File: config.mk
export PLATFORM = sky130hd
export DESIGN_NAME = mlu_top
export DESIGN_NICKNAME = d
export VERILOG_FILES = /design/src/logic/mlu_pkg.sv /design/src/logic/carry_lookahead.sv /design/src/logic/mlu_core.sv /design/src/logic/mlu_slice.sv /design/src/logic/mlu_stage.sv /design/src/logic/mlu_top.sv
export VERILOG_INCLUDE_DIRS = /design/src /design/src/logic
export SDC_FILE = /design/constraint.sdc
export NUM_CORES = 1
export LEC_CHECK = 0
export BUFFER_PORTS_ARGS = -buffer_cell sky130_fd_sc_hd__buf_2
export CORE_MARGIN = 4
export CORE_UTILIZATION = 45
export DETAILED_ROUTE_END_ITERATION = 7
export GPL_TIMING_DRIVEN = 0
export MAX_ROUTING_LAYER = met4
export PLACE_DENSITY = 0.67
export REMOVE_ABC_BUFFERS = 1
export SETUP_SLACK_MARGIN = 0.1
export SLEW_MARGIN = 20
export SYNTH_ARGS = -nofsm -noshare
export SYNTH_HDL_FRONTEND = slang
export SYNTH_SLANG_ARGS = --single-unit
File: constraint.sdc
create_clock -name clk -period 4.5 [get_ports clk]
set_input_delay 0.9 -clock clk [delete_from_list [all_inputs] [get_ports clk]]
set_output_delay 0.9 -clock clk [all_outputs]
set_load 0.01 [all_outputs]
File: src/logic/mlu_defs.svh
`ifndef MLU_DEFS_SVH
`define MLU_DEFS_SVH

// Bits handled by one slice of the datapath.
`define MLU_SLICE_WIDTH 4

// Number of slices chained through the lookahead unit.
`define MLU_SLICES 4

// Full data width of the unit.
`define MLU_WIDTH (`MLU_SLICE_WIDTH * `MLU_SLICES)

// Opcode width, enough for all eight functions.
`define MLU_OP_WIDTH 3

`endif

File: src/logic/mlu_pkg.sv
`include "mlu_defs.svh"

package mlu_pkg;

  // The encoding order matters, the testbench data file uses the raw codes.
  typedef enum logic [`MLU_OP_WIDTH-1:0] {
    MLU_ADD,
    MLU_SUB,
    MLU_AND,
    MLU_OR,
    MLU_XOR,
    MLU_NOT,
    MLU_NOP0,
    MLU_NOP1
  } mlu_op_e;

  typedef struct packed {
    mlu_op_e               op;
    logic [`MLU_WIDTH-1:0] a;
    logic [`MLU_WIDTH-1:0] b;
    logic                  carry_in;
  } mlu_issue_t;

  typedef struct packed {
    logic carry;
    logic zero;
    logic negative;
    logic overflow;  // Signed overflow, add and subtract only.
  } mlu_flags_t;

  typedef struct packed {
    logic [`MLU_WIDTH-1:0] value;
    mlu_flags_t            flags;
  } mlu_result_t;

endpackage

File: src/logic/carry_lookahead.sv
`timescale 1ns/1ns
`include "mlu_defs.svh"

module carry_lookahead (
  input  logic [`MLU_SLICES-1:0] prop,
  input  logic [`MLU_SLICES-1:0] gen,
  input  logic                   carry_in,
  output logic [`MLU_SLICES-1:0] carry,
  output logic                   carry_out
);

  logic [`MLU_SLICES:0] c;

  // Each carry is a flat sum of products: carry_in through every lower
  // propagate, or some lower generate through the propagates above it.
  always_comb begin
    logic term;
    for (int i = 0; i <= `MLU_SLICES; i++) begin
      term = carry_in;
      for (int j = 0; j < i; j++) begin
        term = term & prop[j];
      end
      c[i] = term;
      for (int k = 0; k < i; k++) begin
        term = gen[k];
        for (int j = k + 1; j < i; j++) begin
          term = term & prop[j];
        end
        c[i] = c[i] | term;
      end
    end
  end

  assign carry     = c[`MLU_SLICES-1:0];
  assign carry_out = c[`MLU_SLICES];

  // A slice cannot both pass and make a carry, the slice sum rules it out.
  always_comb begin
    assert final ((prop & gen) == '0)
      else $error("carry_lookahead: propagate and generate both high in a slice");
  end

endmodule

File: src/logic/mlu_core.sv
`timescale 1ns/1ns
`include "mlu_defs.svh"

module mlu_core (
  input  mlu_pkg::mlu_op_e      op,
  input  logic [`MLU_WIDTH-1:0] a,
  input  logic [`MLU_WIDTH-1:0] b,
  input  logic                  carry_in,
  output logic [`MLU_WIDTH-1:0] result,
  output mlu_pkg::mlu_flags_t   flags
);

  localparam int MSB = `MLU_WIDTH - 1;

  logic [`MLU_SLICES-1:0] prop;
  logic [`MLU_SLICES-1:0] gen;
  logic [`MLU_SLICES-1:0] slice_zero;
  logic [`MLU_SLICES-1:0] slice_carry;
  logic                   carry_out;
  logic                   is_arith;
  logic                   sign_b;

  for (genvar i = 0; i < `MLU_SLICES; i++) begin : g_slice
    mlu_slice u_slice (
      .a        (a[i*`MLU_SLICE_WIDTH +: `MLU_SLICE_WIDTH]),
      .b        (b[i*`MLU_SLICE_WIDTH +: `MLU_SLICE_WIDTH]),
      .op       (op),
      .carry_in (slice_carry[i]),
      .out      (result[i*`MLU_SLICE_WIDTH +: `MLU_SLICE_WIDTH]),
      .prop     (prop[i]),
      .gen      (gen[i]),
      .zero     (slice_zero[i])
    );
  end

  carry_lookahead u_lookahead (
    .prop      (prop),
    .gen       (gen),
    .carry_in  (carry_in),
    .carry     (slice_carry),
    .carry_out (carry_out)
  );

  assign is_arith = (op == mlu_pkg::MLU_ADD) || (op == mlu_pkg::MLU_SUB);

  // Sign of the operand the adder really sees.
  assign sign_b = (op == mlu_pkg::MLU_SUB) ? ~b[MSB] : b[MSB];

  assign flags.carry    = carry_out; // Logic ops give no prop or gen, so this stays 0.
  assign flags.zero     = &slice_zero;
  assign flags.negative = result[MSB];

  // Two like-signed operands giving an opposite-signed sum.
  assign flags.overflow = is_arith && (a[MSB] == sign_b) && (result[MSB] != a[MSB]);

endmodule

File: src/logic/mlu_slice.sv
`timescale 1ns/1ns
`include "mlu_defs.svh"

module mlu_slice (
  input  logic [`MLU_SLICE_WIDTH-1:0] a,
  input  logic [`MLU_SLICE_WIDTH-1:0] b,
  input  mlu_pkg::mlu_op_e            op,
  input  logic                        carry_in,
  output logic [`MLU_SLICE_WIDTH-1:0] out,
  output logic                        prop,
  output logic                        gen,
  output logic                        zero
);

  logic [`MLU_SLICE_WIDTH-1:0] b_eff;
  logic [`MLU_SLICE_WIDTH:0]   raw_sum;
  logic [`MLU_SLICE_WIDTH:0]   full_sum;
  logic                        is_arith;

  assign is_arith = (op == mlu_pkg::MLU_ADD) || (op == mlu_pkg::MLU_SUB);

  // Subtract adds the inverted operand and takes the +1 from carry_in.
  assign b_eff = (op == mlu_pkg::MLU_SUB) ? ~b : b;

  // The carry-free sum decides propagate and generate, so neither
  // depends on carry_in and the lookahead has no loop through the slice.
  assign raw_sum = {1'b0, a} + {1'b0, b_eff};

  assign full_sum = raw_sum + {{`MLU_SLICE_WIDTH{1'b0}}, carry_in};

  always_comb begin
    prop = 1'b0;
    gen  = 1'b0;
    case (op)
      mlu_pkg::MLU_ADD,
      mlu_pkg::MLU_SUB: begin
        out  = a + b_eff + {{(`MLU_SLICE_WIDTH-1){1'b0}}, carry_in};
        prop = (raw_sum[`MLU_SLICE_WIDTH-1:0] == '1); // Passes an incoming carry on.
        gen  = raw_sum[`MLU_SLICE_WIDTH];             // Makes a carry by itself.
      end
      mlu_pkg::MLU_AND: begin
        out = a & b;
      end
      mlu_pkg::MLU_OR: begin
        out = a | b;
      end
      mlu_pkg::MLU_XOR: begin
        out = a ^ b;
      end
      mlu_pkg::MLU_NOT: begin
        out = ~a;
      end
      default: begin
        out = '0; // Both NOP codes.
      end
    endcase
  end

  assign zero = (out == '0);

  // The lookahead forms this nibble's carry out from prop and gen alone.
  always_comb begin
    assert final (!is_arith ||
                  (full_sum[`MLU_SLICE_WIDTH] == (gen | (prop & carry_in))))
      else $error("mlu_slice: propagate and generate disagree with the nibble carry");
  end

endmodule

File: src/logic/mlu_stage.sv
`timescale 1ns/1ns
`include "mlu_defs.svh"

module mlu_stage #(
  parameter type payload_t = logic [`MLU_WIDTH-1:0]
) (
  input  logic     clk,
  input  logic     rst_n,
  input  logic     load,
  input  payload_t data,
  output logic     valid,
  output payload_t q
);

  always_ff @(posedge clk or negedge rst_n) begin
    if (!rst_n) begin
      valid <= 1'b0;
    end else begin
      valid <= load; // One strobe out per strobe in.
    end
  end

  // Holds its contents between loads.
  always_ff @(posedge clk or negedge rst_n) begin
    if (!rst_n) begin
      q <= '0;
    end else if (load) begin
      q <= data;
    end
  end

  // Nothing may come out of the stage on the first edge after reset.
  assert property (@(posedge clk) $rose(rst_n) |-> !valid)
    else $error("mlu_stage: valid high on the first clock after reset");

endmodule

File: src/logic/mlu_top.sv
`timescale 1ns/1ns
`include "mlu_defs.svh"

module mlu_top (
  input  logic                  clk,
  input  logic                  rst_n,
  input  logic                  start,
  input  mlu_pkg::mlu_op_e      op,
  input  logic [`MLU_WIDTH-1:0] a,
  input  logic [`MLU_WIDTH-1:0] b,
  input  logic                  carry_in,
  output logic                  result_valid,
  output logic [`MLU_WIDTH-1:0] result,
  output logic                  carry_out,
  output logic                  zero,
  output logic                  negative,
  output logic                  overflow
);

  mlu_pkg::mlu_issue_t   issue_d;
  mlu_pkg::mlu_issue_t   issue_q;
  logic                  issue_valid;
  logic [`MLU_WIDTH-1:0] core_result;
  mlu_pkg::mlu_flags_t   core_flags;
  mlu_pkg::mlu_result_t  result_d;
  mlu_pkg::mlu_result_t  result_q;

  assign issue_d = '{op: op, a: a, b: b, carry_in: carry_in};

  mlu_stage #(.payload_t(mlu_pkg::mlu_issue_t)) issue_stage (
    .clk   (clk),
    .rst_n (rst_n),
    .load  (start),
    .data  (issue_d),
    .valid (issue_valid),
    .q     (issue_q)
  );

  mlu_core u_core (
    .op       (issue_q.op),
    .a        (issue_q.a),
    .b        (issue_q.b),
    .carry_in (issue_q.carry_in),
    .result   (core_result),
    .flags    (core_flags)
  );

  assign result_d = '{value: core_result, flags: core_flags};

  // Second register, so a result appears two edges after its start.
  mlu_stage #(.payload_t(mlu_pkg::mlu_result_t)) result_stage (
    .clk   (clk),
    .rst_n (rst_n),
    .load  (issue_valid),
    .data  (result_d),
    .valid (result_valid),
    .q     (result_q)
  );

  assign result    = result_q.value;
  assign carry_out = result_q.flags.carry;
  assign zero      = result_q.flags.zero;
  assign negative  = result_q.flags.negative;
  assign overflow  = result_q.flags.overflow;

endmodule

==> results_dict.tcl, run 1 <==
set metrics [dict create \
    period_minus_slack_ps 4350 \
    wire_per_inst_um 17.0 \
    cts_root_buffer "clkbuf_8" \
    grt_pass1_wl_mm 18.7 \
    grt_use_total_pct 21.5 \
    finalWirelength_mm 11.6 \
    cp-start-kind "flop" \
    hold_class "flop to flop" \
    synth_ff_type "dfrtp_1" \
    boundaryPins 60 \
    p_comb_share_pct 41.1 \
    die_area_um2 11400 \
    seq_area_frac_synth_pct 32.5 \
    clock_skew_ps 14.3 \
    ant_nets 0 \
    yosys.cell_types.count 57 \
    cap_violations 0 \
    synth-seq-cells 57 \
    setup_viol 0 \
    internal_power_uw 1170 \
    tightest_slew_ps 755 \
    p_sw_share_pct 37.7 \
    synth_top_family_by_area "adder cells" \
    yosysWarningCount 0 \
    area_growth_pct 22.5 \
    finalPower_uw 1880 \
    die_y_um 107 \
    clock_sinks 57 \
    final-seq-area_um2 1440 \
    synth_enable_flop_cells 0 \
    multi_input_area_um2 2880 \
    grt_max_degree 72 \
    core_um2 9370 \
    initialDrtViolationCount 161 \
    status "completed" \
    seq_power_share_pct 33.9 \
    synth_cells 482 \
    dp_hpwl_mm 7.26 \
    reg2reg_slack_ps 150 \
    insertedDiodeCount 0 \
    finalNetCount 651 \
    hold_ws_ps 487 \
    synth_mux_area_share_pct 3.91 \
    synth-xor-area-share_pct 6.39 \
    insertion_delay_ps 350 \
    path_max_fanout 5 \
    design_area_um2 5370 \
    vias 3704 \
    place_congestion 0.874 \
    switchingPower_uw 708 \
    synthSimpleGateAreaFrac_pct 13.6 \
    start_util_pct 46.8 \
    fillers 856 \
    synth_compound_area_share_pct 16.9 \
    cts-buffers-inserted 9 \
    numPortBuffers 59 \
    clk_pin_slew_ps 70 \
    period_share_pct 96.6 \
    syn-cell-area_um2 4380 \
    clockBufferDepth 2 \
    synth_adder_area_share_pct 19.3 \
    relSlewSlack_pct 49.7 \
    finalNonFillerCells 685 \
    drive_above_1_share_pct 27.9 \
    async_reset_ff_share_pct 100 \
    cp-end-kind "flop" \
    irDropWorstVdd_mv 0.201 \
    hold_viol_final 0 \
    num_rows 35 \
    first_pass_iters 7 \
    grt_antenna_before_repair 0 \
    cts.htree.levels 3 \
    rsz0062_at_grt "yes" \
    fmax_ghz 0.230 \
    cp.arrival_ps 4600 \
    grt_pass1_vias 3796 \
    required_ps 4760 \
    cts_tree "done" \
    dp_cells 644 \
    finish.utilization_pct 57.3 \
    placed_area_um2 4700 \
    criticalPathCategory "flop to flop" \
    viasPerCell 5.41 \
    pwr-share-clk_pct 25.0 \
    fp.dieW_um 107 \
    synth.avg_cell_area_um2 9.10 \
    p_per_area_nw_per_um2 350 \
    slew_violations 0 \
    drc_errors 0 \
    leakagePower_uw 0.00254 \
    gr-total-overflow 0 \
]
[layout by cell type, fill, tap and decap left out, types with 6 or more instances in the layout]
cell type | netlist | layout
nand2_1 | 58 | 56
clkbuf_8 | 0 | 12
inv_1 | 46 | 45
nor2b_1 | 9 | 9
ha_2 | 0 | 6
nor2_1 | 21 | 20
o21ai_0 | 49 | 46
mux2_2 | 7 | 7
mux2i_1 | 7 | 7
fa_1 | 11 | 8
dfrtp_1 | 57 | 53
buf_4 | 2 | 21
a21oi_1 | 26 | 24
ha_1 | 50 | 42
buf_2 | 8 | 57
xor2_1 | 7 | 6
xnor2_1 | 25 | 18
[final cells by class]
class,count,area share (%)
Inverter,48,3.49
Clock buffer,12,3.08
Tap cell,129,3.01
Timing Repair Buffer,84,9.58
Multi-Input combinational cell,351,53.6
Sequential cell,57,26.8
Clock inverter,4,0.489
[cells in the mapped netlist (4+ instances only)]
master     n  share of area [%]
mux2i_1    7                1.6
xnor2_1   25                5.0
a21o_1     5               0.86
nand2_1   58                5.0
o21a_1     5               0.86
a21oi_1   26                3.0
clkbuf_1  11               0.94
nand3_1    6               0.68
nor3_1     4               0.46
xor2_1     7                1.4
buf_6      4                1.0
o21ai_0   49                5.6
a211oi_1   5               0.86
nor2b_1    9                1.3
ha_1      50                 14
inv_1     46                3.9
nand2b_1   4               0.57
mux2_2     7                1.8
fa_1      11                5.0
buf_2      8               0.91
o211ai_1   5               0.86
nor2_1    21                1.8
dfrtp_1   57                 33
[critical path, stage by stage, from the launching register on]
cell     delay [ps]
dfrtp_4         470
inv_8            40
nor3_4          170
buf_6           160
buf_8           130
xnor2_2         130
ha_4            250
a21oi_4         170
nand2_2          80
xnor2_2         160
o41ai_4         260
or4b_4          530
nand2_4          90
fa_2            440
inv_2            70
o21ai_1          70
mux4_2          520
nor2_4          130
nand4_1         120
o32ai_2         270
[flip-flops by register name, indices dropped and copies added, names as in the netlist]
name	cells
result_stage.valid	1
issue_stage.valid	1
issue_stage.q	36
result_stage.q	19
[routing by layer]
| metal | vias up | GRT usage [%] | routed length [um] |
|---|---|---|---|
| li1 | 1777 | - | - |
| met1 | 1782 | 28.1 | 5130 |
| met2 | 121 | 33.6 | 5590 |
| met3 | 24 | 4.21 | 699 |
| met4 | 0 | 7.21 | 223 |
| met5 | - | - | 0 |
[through the flow]
stage,setup WS [ps],TNS (ps)
floorplan,-810,-2740
global placement,-2000,-17100
detailed placement,-2040,-17710
CTS,125,0
global route,-2.60,-2.60
finish,152,0
[kinds of logic (layout without fill, tap and decap cells)]
group | Yosys count | after routing
flip-flops | 57 | 57
XOR/XNOR | 32 | 32
adder cells (fa/ha/maj) | 61 | 61
AO/OA/AOI/OAI | 120 | 120
multiplexers | 15 | 15
AND/OR/NAND/NOR | 123 | 123
buffers and inverters | 74 | 148
[power groups by stage]
stage / registers [uW] / clock network [uW] / logic, uW
4_1_cts: 635 / 480 / 696
6_report: 636 / 470 / 772
5_1_grt: 645 / 504 / 852
3_3_place_gp: 659 / 0 / 597
2_1_floorplan: 664 / 0 / 413
3_5_place_dp: 662 / 0 / 611
[what timing repair did]
action / CTS / global route
hold buffers: 0 / 0
cloned: 0 / 0
setup buffers: 17 / 8
setup endpoints to repair: 18 / 2
resized for setup: 25 / 36
pin swaps: 7 / 24
[path summary, 6_finish.rpt]
check	cells past startpoint	from	to
worst max-delay path	19	issue_stage.q[33]$_DFFE_PN0P_	result_stage.q[2]$_DFFE_PN0P_
worst min-delay path	1	result_stage.q[18]$_DFFE_PN0P_	result_stage.q[18]$_DFFE_PN0P_
worst max register to register	19	issue_stage.q[33]$_DFFE_PN0P_	result_stage.q[2]$_DFFE_PN0P_
worst min register to register	1	result_stage.q[18]$_DFFE_PN0P_	result_stage.q[18]$_DFFE_PN0P_
max in group asynchronous	1	rst_n	issue_stage.q[34]$_DFFE_PN0P_
min in group asynchronous	1	rst_n	issue_stage.q[25]$_DFFE_PN0P_
Power figures use the tool's default switching activity.
==> run 2, diff against run 1 <==
- CORE_MARGIN: 4 -> default
- CORE_UTILIZATION: 45 -> 63
- PLACE_DENSITY: 0.67 -> 0.86
- clock period: 4.5 -> 5.2 ns (I/O delays scaled with it)
==> run 2 against run 1 <==
  * Power decreased by 11%
  * Maximum frequency fell by 12%
  * Routed wire length fell by 7.0%
  * Clock power grew 16%
  * Count of clock-buffer cells in the layout is the same
  * Global-route usage rose by 9.9 points
  * Critical path type unchanged
  * Largest power group unchanged
==> results_dict.tcl, run 2 (same netlist as run 1, synthesis figures left out) <==
set metrics [dict create \
    final_common_cell "nand2_1" \
    cap_violations 0 \
    viasPerCell 6.01 \
    fp.dieW_um 85.4 \
    die_y_um 85.4 \
    finalWirelength_mm 10.8 \
    crit_path_end "result_stage.q[2]$_DFFE_PN0P_" \
    r2r_start "issue_stage.q[35]$_DFFE_PN0P_" \
    fmax_ghz 0.203 \
    fillers 475 \
    area_growth_pct 14.7 \
    cts-buffers-inserted 9 \
    cp-end-kind "flop" \
    clk_pin_slew_ps 70 \
    core_um2 6760 \
    dp_cells 595 \
    irDropWorstVdd_mv 0.184 \
    gr-total-overflow 0 \
    clock_sinks 57 \
    fin_tns_setup_ps 0 \
    criticalPathCategory "flop to flop" \
    grt_pass1_vias 3729 \
    die_area_um2 7300 \
    grt_use_total_pct 31.4 \
    clock_skew_ps 6.96 \
    insertedDiodeCount 0 \
    period_share_pct 94.8 \
    vias 3741 \
    slew_violations 0 \
    required_ps 5470 \
    seq_power_share_pct 33.4 \
    cp-start-kind "flop" \
    p_sw_share_pct 34.0 \
    cts_tree "done" \
    numPortBuffers 59 \
    leakagePower_uw 0.00245 \
    place_congestion 0.886 \
    insertion_delay_ps 360 \
    pwr-share-clk_pct 32.4 \
    setup_viol 0 \
    dp_slack_ps -1260 \
    hold_viol_final 0 \
    ant_nets 0 \
    tightest_slew_ps 720 \
    drive_above_1_share_pct 20.3 \
    top_register "issue_stage.q" \
    status "completed" \
    reg2reg_slack_ps 270 \
    fin_ws_ps 272 \
    final_cell_mix "nand2_1 (58), buf_2 (57), dfrtp_1 (53), ha_1 (50), o21ai_0 (49)" \
    reg2reg_to "result_stage.q[2]$_DFFE_PN0P_" \
    boundaryPins 60 \
    grt_max_degree 72 \
    reg_top3 "issue_stage.q (36), result_stage.q (19)" \
    num_rows 30 \
    grt_antenna_before_repair 0 \
    initialDrtViolationCount 254 \
    cts.htree.levels 3 \
    drc_errors 0 \
    path_max_fanout 34 \
    p_comb_share_pct 34.2 \
    dp_hpwl_mm 7.08 \
    clockBufferDepth 2 \
    switchingPower_uw 572 \
    startpoint "issue_stage.q[35]$_DFFE_PN0P_" \
    start_util_pct 64.9 \
    period_minus_slack_ps 4930 \
    finalNetCount 637 \
    internal_power_uw 1110 \
    largest_reg_flops 36 \
    grt_pass1_wl_mm 17.1 \
    finish.utilization_pct 74.4 \
    wire_per_inst_um 17.4 \
    finalNonFillerCells 622 \
    p_per_area_nw_per_um2 334 \
    relSlewSlack_pct 52.0 \
    hold_class "flop to flop" \
    r2r_cells 18 \
    cts_root_buffer "clkbuf_8" \
    first_pass_iters 5 \
    cp.arrival_ps 5200 \
]
[run 2: cell count changes in the layout (fill, tap and decap cells not counted), moves of 4 or more]
cell and change:
ha_1 +8, buf_4 -9, buf_6 -4, xnor2_2 -4, xnor2_1 +6, ha_2 -6
[run 2: power groups by stage]
stage / sequential, uW / clock, uW / combinational, uW
after CTS: 562 / 549 / 551
final: 561 / 545 / 574
after floorplan: 575 / 0 / 357
after detailed placement: 572 / 0 / 532
after global routing: 568 / 570 / 635
after global placement: 568 / 0 / 505
[run 2: how the worst min path moves through the flow]
stage	start	end	slack, ps	cells after the start
finish	result_stage.q[18]$_DFFE_PN0P_	result_stage.q[18]$_DFFE_PN0P_	500	1
global route	result_stage.q[18]$_DFFE_PN0P_	result_stage.q[18]$_DFFE_PN0P_	520	1
CTS	result_stage.q[18]$_DFFE_PN0P_	result_stage.q[18]$_DFFE_PN0P_	500	1
detailed placement	result_stage.q[18]$_DFFE_PN0P_	result_stage.q[18]$_DFFE_PN0P_	480	1
global placement	result_stage.q[18]$_DFFE_PN0P_	result_stage.q[18]$_DFFE_PN0P_	470	1
floorplan	result_stage.q[18]$_DFFE_PN0P_	result_stage.q[18]$_DFFE_PN0P_	530	1
[run 2: per-layer routing]
metal | track usage (%) | vias up | share of wire, %
li1 | - | 1744 | -
met2 | 52.5 | 170 | 50
met1 | 35.8 | 1792 | 40
met5 | - | - | 0
met3 | 7.10 | 35 | 6.6
met4 | 14.5 | 0 | 2.9
[run 2: layout make-up]
cell class	count	area (um^2)	share of cell area [%]
Multi-Input combinational cell	351	2660	52.8
Sequential cell	57	1440	28.6
Timing Repair Buffer	70	387	7.69
Inverter	48	183	3.63
Clock buffer	12	165	3.28
Tap cell	80	100	1.99
Clock inverter	4	97.6	1.94
[run 2: repair_timing]
action                                  in CTS  in global routing
hold endpoints to repair                     0                  0
hold buffers                                 0                  0
resized for setup                            5                  7
setup buffers                                5                  6
endpoints found under the setup margin      13                  1
cloned                                       0                  0
pin swaps                                    1                  3
[run 2: per-stage QoR]
stage / total power [uW] / hold slack, ps / area (um^2)
2_1_floorplan: 932 / 531 / 4240
3_3_place_gp: 1070 / 471 / 4630
3_5_place_dp: 1100 / 477 / 4640
4_1_cts: 1660 / 497 / 4950
5_1_grt: 1770 / 516 / 5030
6_report: 1680 / 497 / 5030
[run 2: worst max-delay path, cell delays in order, from the launching register on]
cell      delay (ps)
dfrtp_4          640
nor3_4           300
xnor2_1          220
ha_1             230
inv_1             60
fa_1             440
nand2_1          140
nor3_1            70
o311ai_2         340
o21ai_0          130
a21o_1           210
fa_1             410
fa_1             400
xor2_1           150
a21oi_1          160
o221ai_1         200
nor4_2           290
nand4_1          160
o32ai_2          280
==> run 3, diff against run 2 <==
- CAP_MARGIN: default -> 25
- CORE_UTILIZATION: 63 -> 64
- PLACE_DENSITY: 0.86 -> 0.87
- SYNTH_HIERARCHICAL: default -> 1
==> run 3 against run 2 <==
  * Worst setup slack better by 210 ps
  * Clock power up 3.9%
  * Global-route usage down 3.4 points
  * Non-clock buffer count down 2
  * Count of clock-buffer cells in the layout down 1
  * Final area up 11%
  * Sequential power up 7.3%
  * Routed wire length down 2.6%
  * Synthesized cell count down 7.3%
  * Combinational power up 28%
  * Largest power group unchanged
==> results_dict.tcl, run 3 <==
set metrics [dict create \
    finish.utilization_pct 76.1 \
    wl_met2_mm 5.23 \
    period_minus_slack_ps 4720 \
    reg2reg_to "result_stage/q[2]$_DFFE_PN0P_" \
    clock_sinks 58 \
    fin_ws_ps 478 \
    hold_ws_ps 508 \
    die_y_um 89.5 \
    reg2reg_slack_ps 480 \
    synthTopCellsByCount "inv_1 (60), dfrtp_1 (58), mux2_4 (50)" \
    fmax_ghz 0.212 \
    leakagePower_uw 0.00283 \
    cp-start-kind "flop" \
    num_rows 31 \
    irDropWorstVdd_mv 0.177 \
    slew_violations 0 \
    initialDrtViolationCount 138 \
    dr_wl_met3_um 522 \
    critPathTopFamily "adder cells" \
    gr-total-overflow 0 \
    crit_path_end "result_stage/q[2]$_DFFE_PN0P_" \
    clock_skew_ps 12.4 \
    hold_class "flop to flop" \
    setup_viol 0 \
    vias 3550 \
    required_ps 5490 \
    cts.htree.levels 3 \
    synth.avg_cell_area_um2 11.0 \
    grt_pass1_vias 3439 \
    design_area_um2 5580 \
    start_util_pct 66.8 \
    clk_pin_slew_ps 70 \
    period_share_pct 90.8 \
    crit_buf_inv 4 \
    boundaryPins 60 \
    wl_met1_mm 4.55 \
    final_cell_mix "inv_1 (60), buf_2 (58), dfrtp_1 (54), mux2_4 (50), ha_1 (47)" \
    criticalPathCategory "flop to flop" \
    p_per_area_nw_per_um2 341 \
    path_max_fanout 10 \
    synthTopCellsByArea "dfrtp_1 (30%), mux2_4 (15%), ha_1 (12%)" \
    path_cells "buf_4, nor2_1, and2_1, xnor2_1, ha_1, inv_1, fa_1, xnor2_1, nand4b_1, nor2_1, a21o_1, inv_1, fa_1, inv_1, fa_1, a21oi_1, o21ai_1, nor4_2, and4_1, mux2_4" \
    netlist.area_leader.share_pct 29.7 \
    grt_pass1_wl_mm 16.2 \
    path_depth 20 \
    die_area_um2 8000 \
    synth_enable_flop_cells 0 \
    numPortBuffers 59 \
    viasPerCell 5.79 \
    cts-buffers-inserted 9 \
    drive_above_1_share_pct 32.5 \
    clockBufferDepth 2 \
    largest_reg_flops 36 \
    wire_per_inst_um 17.2 \
    cp.arrival_ps 5010 \
    tightest_slew_ps 733 \
    finalWirelength_mm 10.5 \
    critical_path.slowest_cell "dfrtp_4" \
    cts_root_buffer "clkbuf_8" \
    reg_top3 "issue_stage/q (36), result_stage/q (20)" \
    seq_area_frac_synth_pct 29.7 \
    first_pass_iters 4 \
    synth_ff_type "dfrtp_1" \
    synth_largest_area_cell "dfrtp_1" \
    insertedDiodeCount 0 \
    grt_antenna_before_repair 0 \
    yosysWarningCount 6 \
    async_reset_ff_share_pct 100 \
    hold_buffers 0 \
    r2r_start "issue_stage/q[34]$_DFFE_PN0P_" \
    final_common_cell "inv_1" \
    core_um2 7330 \
    grt_use_total_pct 28.0 \
    relSlewSlack_pct 51.1 \
    drc_errors 0 \
    yosysMostFrequentCell "inv_1" \
    hold_viol_final 0 \
    r2r_cells 20 \
    rsz0062_at_grt "no" \
    startpoint "issue_stage/q[34]$_DFFE_PN0P_" \
    cpPeakStageDelay_ps 510 \
    dp_slack_ps 85.4 \
    cap_violations 0 \
    synth_cells 447 \
    cts_tree "done" \
    insertion_delay_ps 350 \
    status "completed" \
    grt_max_degree 59 \
    fp.dieW_um 89.5 \
    ant_nets 0 \
    placed_area_um2 5190 \
    top_layer "met4" \
    yosys.cell_types.count 59 \
    syn-cell-area_um2 4890 \
    finalNetCount 608 \
    place_congestion 0.900 \
    cp-end-kind "flop" \
    top_register "issue_stage/q" \
    area_growth_pct 13.9 \
    synth-seq-cells 58 \
    dp_hpwl_mm 7.08 \
]
## run 3: kinds of logic after synthesis
group,after synthesis,synth area share [%]
adder cells (fa/ha/maj),60,17.2
AND/OR/NAND/NOR,83,10.3
multiplexers,63,18.5
flip-flops,58,29.7
XOR/XNOR,31,5.55
buffers and inverters,79,8.26
AO/OA/AOI/OAI,73,10.7
## run 3: report_power, final
part	switching [uW]	internal (uW)
sequential	77.0	525
clock	187	379
combinational	365	369
## run 3: through the flow
step           setup TNS [ps]  total power, uW  instances
5_1_grt                     0             2020        613
2_1_floorplan               0             1100        430
3_5_place_dp                0             1300        590
3_3_place_gp             -325             1260        588
6_report                    0             1900        613
4_1_cts                     0             1880        606
## run 3: cell type report
cell class              count  area, um^2
flip-flops and latches     58        1460
fillers                   479        1760
repair buffers             68         425
clock buffers              11         141
inverters                  62         233
clock inverters             5         125
well taps                  99         124
multi-input cells         310        3070
## run 3: worst register-to-register path: cells and delay by family (launching register included)
kind,cells,cell delay [ps]
fa+ha+maj,4,1420
simple gates,6,1410
flops,1,510
buf+inv,4,430
compound gates,3,380
xor+xnor,2,360
mux,1,140
## run 3: worst min path at each step
stage / start / to / depth (start not counted) / slack [ps]
after floorplan: issue_stage/q[0]$_DFFE_PN0P_ / issue_stage/q[0]$_DFFE_PN0P_ / 1 / 500
after global placement: result_stage/q[8]$_DFFE_PN0P_ / result_stage/q[8]$_DFFE_PN0P_ / 1 / 490
after detailed placement: result_stage/q[9]$_DFFE_PN0P_ / result_stage/q[9]$_DFFE_PN0P_ / 1 / 490
after CTS: result_stage/q[1]$_DFFE_PN0P_ / result_stage/q[1]$_DFFE_PN0P_ / 1 / 510
after global routing: result_stage/q[17]$_DFFE_PN0P_ / result_stage/q[17]$_DFFE_PN0P_ / 1 / 530
final: result_stage/q[1]$_DFFE_PN0P_ / result_stage/q[1]$_DFFE_PN0P_ / 1 / 510
## run 3: metal layers
layer / up-vias / global-route usage (%)
met5: - / -
met4: 0 / 11.3
met3: 26 / 5.36
met2: 130 / 46.2
met1: 1728 / 33.8
li1: 1666 / -
## run 3: repair_timing
action | in CTS | in global routing
gates cloned | 0 | 0
setup buffers | 0 | 7
endpoints found under the setup margin | 2 | 3
pin swaps | 0 | 4
gates resized for setup | 1 | 9
